File: src/source/pcie_app_pkg.sv
`default_nettype none

package pcie_app_pkg;

   // widths with a meaning on the TLP streams
   typedef logic [63:0] tlp_beat_t;
   typedef logic [31:0] dw_t;
   typedef logic [3:0]  reg_addr_t;
   typedef logic [23:0] requester_tag_t;
   typedef logic [15:0] pcie_id_t;

   // format/type field, DW0 bits 30:24
   localparam logic [6:0] fmt_type_mwr32 = 7'b1000000;
   localparam logic [6:0] fmt_type_mrd32 = 7'b0000000;
   localparam logic [6:0] fmt_type_cpld  = 7'b1001010;

   localparam int request_depth     = 4;
   localparam int register_count    = 16;
   localparam int cpl_byte_count    = 8;
   localparam int request_ptr_width = $clog2(request_depth);

   typedef logic [request_ptr_width-1:0] request_ptr_t;
   typedef logic [request_ptr_width:0]   request_count_t;

   // receive stream beat from the core
   typedef struct packed
   {
      tlp_beat_t data;
      logic      last;
   } rx_beat_t;

   // transmit stream beat to the core
   typedef struct packed
   {
      tlp_beat_t  data;
      logic [7:0] keep;
      logic       last;
   } tx_beat_t;

   // one queued memory read, data already fetched
   typedef struct packed
   {
      requester_tag_t requester_tag;
      reg_addr_t      address;
      logic [63:0]    data;
   } read_request_t;

   typedef enum logic [1:0]
   {
      header_low,
      header_high,
      payload,
      drain
   } rx_state_t;

   typedef enum logic [1:0]
   {
      idle,
      header,
      data_low,
      data_high
   } tx_state_t;

endpackage

`default_nettype wire

File: src/source/completion_builder.sv
`default_nettype none

module completion_builder
  (
   input  logic                        clock,
   input  logic                        pcie_reset,
   input  logic                        pending,
   input  pcie_app_pkg::read_request_t head,
   output logic                        pop,
   input  pcie_app_pkg::pcie_id_t      completer_id,
   input  logic                        tx_ready,
   output logic                        tx_valid,
   output pcie_app_pkg::tx_beat_t      tx_beat,
   output logic                        sent_led
   );

   import pcie_app_pkg::*;

   tx_state_t     tx_state;
   read_request_t request;
   logic          accepted;
   dw_t           cpl_dw0;
   dw_t           cpl_dw1;
   dw_t           cpl_dw2;

   assign accepted = tx_valid && tx_ready;
   // head is taken on the same edge it is popped
   assign pop      = (tx_state == idle) && pending;

   // TC 0, no attributes, length 2
   assign cpl_dw0 = {1'b0, fmt_type_cpld, 14'd0, 10'd2};
   // successful status, byte count of the whole read
   assign cpl_dw1 = {completer_id, 4'd0, 12'(cpl_byte_count)};
   // lower address is the byte address of the register
   assign cpl_dw2 = {request.requester_tag, 1'b0, request.address, 3'd0};

   always_ff @(posedge clock)
   begin
      if (pop)
         request <= head;
   end

   always_ff @(posedge clock)
   begin
      if (pcie_reset)
      begin
         tx_state     <= idle;
         tx_valid     <= 1'b0;
         tx_beat.keep <= 8'hFF;
         tx_beat.last <= 1'b0;
         sent_led     <= 1'b0;
      end
      else
      begin
         if (accepted)
            sent_led <= 1'b1;

         case (tx_state)
            idle:
            begin
               if (pending)
               begin
                  tx_state     <= header;
                  tx_valid     <= 1'b1;
                  tx_beat.data <= {cpl_dw1, cpl_dw0};
                  tx_beat.keep <= 8'hFF;
                  tx_beat.last <= 1'b0;
               end
            end
            header:
            begin
               if (accepted)
               begin
                  tx_state     <= data_low;
                  tx_beat.data <= {request.data[31:0], cpl_dw2};
               end
            end
            data_low:
            begin
               // only the low DWORD of the last beat is valid
               if (accepted)
               begin
                  tx_state     <= data_high;
                  tx_beat.data <= {32'd0, request.data[63:32]};
                  tx_beat.keep <= 8'h0F;
                  tx_beat.last <= 1'b1;
               end
            end
            data_high:
            begin
               if (accepted)
               begin
                  tx_state     <= idle;
                  tx_valid     <= 1'b0;
                  tx_beat.keep <= 8'hFF;
                  tx_beat.last <= 1'b0;
               end
            end
         endcase
      end
   end

endmodule

`default_nettype wire

File: src/source/pcie_app.sv
`default_nettype none

module pcie_app
  (
   input  logic                   clock,
   input  logic                   pcie_reset,
   input  logic                   rx_valid,
   input  pcie_app_pkg::rx_beat_t rx_beat,
   input  logic                   tx_ready,
   input  pcie_app_pkg::pcie_id_t completer_id,
   output logic                   tx_valid,
   output pcie_app_pkg::tx_beat_t tx_beat,
   output logic [3:0]             status_leds,
   output logic                   request_overflow
   );

   import pcie_app_pkg::*;

   logic          push;
   read_request_t push_request;
   logic          pop;
   logic          pending;
   read_request_t head;
   logic [2:0]    write_leds;
   logic          sent_led;

   // bit 3 completion sent, bits 2:0 last write
   assign status_leds = {sent_led, write_leds};

   tlp_rx_parser parser
     (
      .clock        (clock),
      .pcie_reset   (pcie_reset),
      .rx_valid     (rx_valid),
      .rx_beat      (rx_beat),
      .push         (push),
      .push_request (push_request),
      .write_leds   (write_leds)
      );

   read_request_fifo request_fifo
     (
      .clock        (clock),
      .pcie_reset   (pcie_reset),
      .push         (push),
      .push_request (push_request),
      .pop          (pop),
      .pending      (pending),
      .head         (head),
      .overflow     (request_overflow)
      );

   completion_builder builder
     (
      .clock        (clock),
      .pcie_reset   (pcie_reset),
      .pending      (pending),
      .head         (head),
      .pop          (pop),
      .completer_id (completer_id),
      .tx_ready     (tx_ready),
      .tx_valid     (tx_valid),
      .tx_beat      (tx_beat),
      .sent_led     (sent_led)
      );

endmodule

`default_nettype wire

File: src/source/read_request_fifo.sv
`default_nettype none

module read_request_fifo
  (
   input  logic                        clock,
   input  logic                        pcie_reset,
   input  logic                        push,
   input  pcie_app_pkg::read_request_t push_request,
   input  logic                        pop,
   output logic                        pending,
   output pcie_app_pkg::read_request_t head,
   output logic                        overflow
   );

   import pcie_app_pkg::*;

   read_request_t  entries [request_depth];
   request_ptr_t   write_ptr;
   request_ptr_t   read_ptr;
   request_count_t count;
   logic           full;
   logic           do_push;
   logic           do_pop;

   function automatic request_ptr_t next_ptr(input request_ptr_t ptr);
      if (ptr == request_ptr_t'(request_depth - 1))
         return '0;
      return ptr + 1'b1;
   endfunction

   assign full    = count == request_count_t'(request_depth);
   assign pending = count != '0;
   assign head    = entries[read_ptr];
   assign do_pop  = pop && pending;
   // a pop in the same cycle frees the slot
   assign do_push = push && (!full || do_pop);

   always_ff @(posedge clock)
   begin
      if (do_push)
         entries[write_ptr] <= push_request;
   end

   always_ff @(posedge clock)
   begin
      if (pcie_reset)
      begin
         write_ptr <= '0;
         read_ptr  <= '0;
         count     <= '0;
         overflow  <= 1'b0;
      end
      else
      begin
         if (do_push)
            write_ptr <= next_ptr(write_ptr);
         if (do_pop)
            read_ptr <= next_ptr(read_ptr);

         case ({do_push, do_pop})
            2'b10:   count <= count + 1'b1;
            2'b01:   count <= count - 1'b1;
            default: count <= count;
         endcase

         // sticky until reset
         if (push && !do_push)
            overflow <= 1'b1;
      end
   end

endmodule

`default_nettype wire

File: src/source/tlp_rx_parser.sv
`default_nettype none

module tlp_rx_parser
  (
   input  logic                        clock,
   input  logic                        pcie_reset,
   input  logic                        rx_valid,
   input  pcie_app_pkg::rx_beat_t      rx_beat,
   output logic                        push,
   output pcie_app_pkg::read_request_t push_request,
   output logic [2:0]                  write_leds
   );

   import pcie_app_pkg::*;

   rx_state_t      rx_state;
   logic           is_write_32;
   logic           is_read_32;
   logic           is_cpld;
   logic           length_is_2;
   requester_tag_t rx_requester_tag;
   reg_addr_t      rx_address;
   dw_t            previous_dw;
   logic           write_valid;
   logic [63:0]    write_data;
   logic [63:0]    registers [register_count];
   logic [6:0]     fmt_type;
   reg_addr_t      beat_address;

   assign fmt_type     = rx_beat.data[30:24];
   // DW2 sits in the low half of beat 1
   assign beat_address = rx_beat.data[6:3];

   always_ff @(posedge clock)
   begin
      if (pcie_reset)
      begin
         rx_state    <= header_low;
         is_write_32 <= 1'b0;
         is_read_32  <= 1'b0;
         is_cpld     <= 1'b0;
         length_is_2 <= 1'b0;
         write_valid <= 1'b0;
         push        <= 1'b0;
         write_leds  <= 3'd0;
      end
      else
      begin
         if (rx_valid && rx_state == header_low)
         begin
            is_write_32 <= fmt_type == fmt_type_mwr32;
            is_read_32  <= fmt_type == fmt_type_mrd32;
            is_cpld     <= fmt_type == fmt_type_cpld;
            length_is_2 <= rx_beat.data[9:0] == 10'd2;
         end

         if (rx_valid)
         begin
            if (rx_beat.last)
               rx_state <= header_low;
            else
            begin
               case (rx_state)
                  header_low:  rx_state <= header_high;
                  // only writes and completions carry data we walk through
                  header_high: rx_state <= (is_write_32 || is_cpld) ? payload : drain;
                  default:     rx_state <= rx_state;
               endcase
            end
         end

         // beat 2 of a two-DWORD write
         write_valid <= rx_valid && rx_state == payload && is_write_32 && length_is_2;
         push        <= rx_valid && rx_state == header_high && is_read_32 && length_is_2;

         if (write_valid)
            write_leds <= write_data[2:0];
      end
   end

   // header fields and data reassembly
   always_ff @(posedge clock)
   begin
      if (rx_valid)
      begin
         previous_dw <= rx_beat.data[63:32];
         write_data  <= {rx_beat.data[31:0], previous_dw};
         if (rx_state == header_low)
            rx_requester_tag <= rx_beat.data[63:40];
         if (rx_state == header_high)
         begin
            rx_address                 <= beat_address;
            push_request.requester_tag <= rx_requester_tag;
            push_request.address       <= beat_address;
            push_request.data          <= registers[beat_address];
         end
      end
   end

   // register window, reads as zero until written
   always_ff @(posedge clock)
   begin
      if (pcie_reset)
      begin
         for (int i = 0; i < register_count; i++)
            registers[i] <= '0;
      end
      else if (write_valid)
      begin
         registers[rx_address] <= write_data;
      end
   end

endmodule

`default_nettype wire
File: config.mk
export PLATFORM = sky130hd
export DESIGN_NAME = pcie_app
export DESIGN_NICKNAME = d
export VERILOG_FILES = /design/src/source/pcie_app_pkg.sv /design/src/source/completion_builder.sv /design/src/source/pcie_app.sv /design/src/source/read_request_fifo.sv /design/src/source/tlp_rx_parser.sv
export SDC_FILE = /design/constraint.sdc
export NUM_CORES = 2
export LEC_CHECK = 0
export ABC_AREA = 1
export ABC_CLOCK_PERIOD_IN_PS = 16100
export BUFFER_PORTS_ARGS = -buffer_cell sky130_fd_sc_hd__buf_4
export CORE_MARGIN = 10
export CORE_UTILIZATION = 28
export DETAILED_ROUTE_END_ITERATION = 6
export PLACE_DENSITY_LB_ADDON = 0.3
export SLEW_MARGIN = 20
export SYNTH_ARGS = -nofsm -noshare
export SYNTH_HDL_FRONTEND = slang
export SYNTH_SLANG_ARGS = --single-unit
File: constraint.sdc
create_clock -name clock -period 16.1 [get_ports clock]
set_input_delay 0 -clock clock [delete_from_list [all_inputs] [get_ports clock]]
set_output_delay 0 -clock clock [all_outputs]
set_load 0.005 [all_outputs]
==> flow_summary.json <==
{
  "ios": 164,
  "drt_iter0_drc": 5291,
  "htreeDepth": 4,
  "layout_min_cycle_time_ns": 4.35,
  "p_sw_mw": 2.98,
  "seqPwrFrac": 0.495,
  "drive_gt1_frac": 0.0743,
  "nNetsFinal": 7358,
  "synth.avg_cell_area_um2": 10.6,
  "synth_top_area_cell": "edfxtp_1",
  "synth-async-reset-ratio": 0,
  "p_clk_frac": 0.387,
  "internal-power_mw": 8.35,
  "grt_usage": 0.154,
  "first_pass_iters": 6,
  "p_comb_frac": 0.119,
  "synth_top_area_share": 0.701,
  "period_share": 0.270,
  "cts_sinks": 1785,
  "vias": 50758,
  "setup_viol": 0,
  "ys_seq_area_frac": 0.708,
  "dpl.hpwl_um": 128000,
  "fp.dieH_um": 539,
  "synth_common_cells": "1760 x edfxtp_1, 1677 x nand2_1, 1246 x nor2_1",
  "totalWireLength_um": 232000,
  "arrival_ns": 4.80,
  "synth_warnings": 0,
  "slew_headroom": 0.229,
  "path_delay_family": "buffers and inverters",
  "regToRegSetupSlack_ns": 11.98,
  "cp_cell_sequence": "dlygate4sd3_1, dlygate4sd3_1, buf_4, inv_4, nand2_4, nor3_4, nand2_4, nand2_4, buf_4",
  "die_w_um": 539,
  "synth.area.top_cells": "edfxtp_1 70%, nand2_1 8.3%, nor2_1 6.2%",
  "die_area_um2": 290000,
  "yosysUniqueCellTypes": 27,
  "cts_made_buffers": 191,
  "grt_pass1_vias": 49798,
  "antenna_found_initial": 8,
  "fillers": 26847,
  "clk_latency_ns": 0.85,
  "overflow": 0,
  "cts.clk_slew.worst_paths_ns": 0.06,
  "skew_ns": 0.0351,
  "cts_buffer_depth": 3,
  "coreArea_um2": 268000,
  "yosysMostFrequentCell": "edfxtp_1",
  "hold_violations": 0,
  "max_cap_viol_count": 0,
  "post_drt_wl_per_cell_um": 21.1,
  "fmax_ghz": 0.230,
  "end_kind": "flop",
  "synth_edf_count": 1760,
  "path_class": "input pin to flop",
  "gp_congestion": 0.784,
  "power_density_nw_per_um2": 129,
  "drc_errors": 0,
  "routed_via_density": 4.63,
  "run_status": "finished clean",
  "grt_max_degree": 189,
  "cts_root_buffer": "clkbuf_16",
  "synth_cells": 7134,
  "setup_total_negative_slack_ns": 0,
  "critical_path_buf_inv_count": 5,
  "io_buffers": 159,
  "fin_cells": 10972,
  "crit_path_max_fanout": 65,
  "syn2layout_area_growth_pct": 16.5,
  "tritoncts": "done",
  "drtAntennaViolNets": 0,
  "synth_area_um2": 75400,
  "tightest_slew_ns": 1.16,
  "vdd_drop_max_mv": 0.122,
  "slowest_stage": "buf_4",
  "ys_ff_latch": 1785,
  "rows": 190,
  "start_kind": "input pin",
  "hold_path.class": "input pin to flop",
  "grt_pass1_wl_um": 339000,
  "max_stage_delay_ns": 0.76,
  "rsz0062_at_grt": "no",
  "sw_frac_of_total": 0.263,
  "critPathMostFrequentCell": "nand2_4",
  "slew_viol_final": 0,
  "initial_utilization": 0.281,
  "cp.required_ns": 16.55,
  "dp_cells": 10454,
  "p_leak_nw": 35.5,
  "synth_ff_type": "edfxtp_1"
}
## layer usage
metal | part of all wire | GRT usage | up-vias
met5 | 0 | 0 | -
met1 | 0.43 | 0.205 | 25245
met2 | 0.47 | 0.258 | 1721
met4 | 0.029 | 0.0472 | 0
li1 | - | - | 23450
met3 | 0.064 | 0.0225 | 342
## state kept, by name, summed over array words and instances, names as in the netlist, 28 cells and up
name,cells
parser.registers,1024
builder.tx_beat,66
parser.write_data,64
parser.previous_dw,32
request_fifo.entries,368
builder.request,64
parser.push_request,92
builder.cpl_dw2,28
## path summary, 6_finish.rpt
| check | cells past startpoint | endpoint | startpoint |
|---|---|---|---|
| min reg2reg | 0 | parser.write_data[1] | parser.previous_dw[1] |
| max | 9 | parser.registers[10][49] | pcie_reset |
| max reg2reg | 5 | parser.registers[1][20] | parser.push_request[64] |
| min | 4 | builder.tx_beat[69] | completer_id[12] |
## layout make-up
type                    instances  area [µm²]  area share
repair buffers                397        3490      0.0397
clock buffers                 244        5070      0.0577
clock inverters               103        1140      0.0130
well taps                    3552        4440      0.0506
inverters                     916        3470      0.0395
diodes                          5        12.5    0.000142
flip-flops and latches       1785       53400       0.607
multi-input cells            3970       16900       0.192
## what timing repair did
item                      CTS  global route
resized for setup           0             0
setup buffers               0             0
hold buffers              165             0
hold endpoints to repair  191             0
## cell usage in the layout, fill, tap and decap left out, drive strengths merged, types with 11 or more instances in the layout
cell type	n
inv	913
clkinv	83
nand2	1678
o22ai	92
nand3	653
o21ai	216
bufinv	18
dlygate4sd3	165
dfxtp	25
buf	231
ha	11
clkbuf	245
nor2	1248
edfxtp	1760
a21oi	55
## power by group through the flow
stage	sequential (mW)	clock (mW)	combinational, mW
after global routing	5.63	4.64	1.50
after detailed placement	5.71	0	1.33
final	5.61	4.39	1.34
after global placement	5.71	0	1.32
after floorplan	5.65	0	0.799
after CTS	5.61	4.46	1.37
## per-stage QoR
stage               instance area (µm²)  hold slack [ns]   util  power [mW]  worst slack [ns]
global placement                  79800            0.179  0.298        7.02             11.87
floorplan                         75400           0.0989      -        6.45              9.60
finish                            87900           0.0691  0.328        11.3             11.75
detailed placement                80000            0.179  0.298        7.04             11.85
CTS                               87800          0.00481  0.328        11.4             11.83
global route                      87900           0.0563  0.328        11.8             11.64
## kinds of logic after synthesis
| kind of cell | Yosys count | share of synthesized area |
|---|---|---|
| buf+inv | 1382 | 0.0741 |
| compound gates | 364 | 0.0257 |
| other cells | 1 | 0.0000497 |
| simple gates | 3590 | 0.190 |
| flops | 1785 | 0.708 |
| fa+ha+maj | 12 | 0.00209 |
## tightest hold or removal path, stage by stage
cell and delay, ns:
dlygate4sd3_1 0.52, buf_4 0.10, inv_1 0.03, o21ai_0 0.14
No activity file was read; power rests on OpenSTA's default activity.
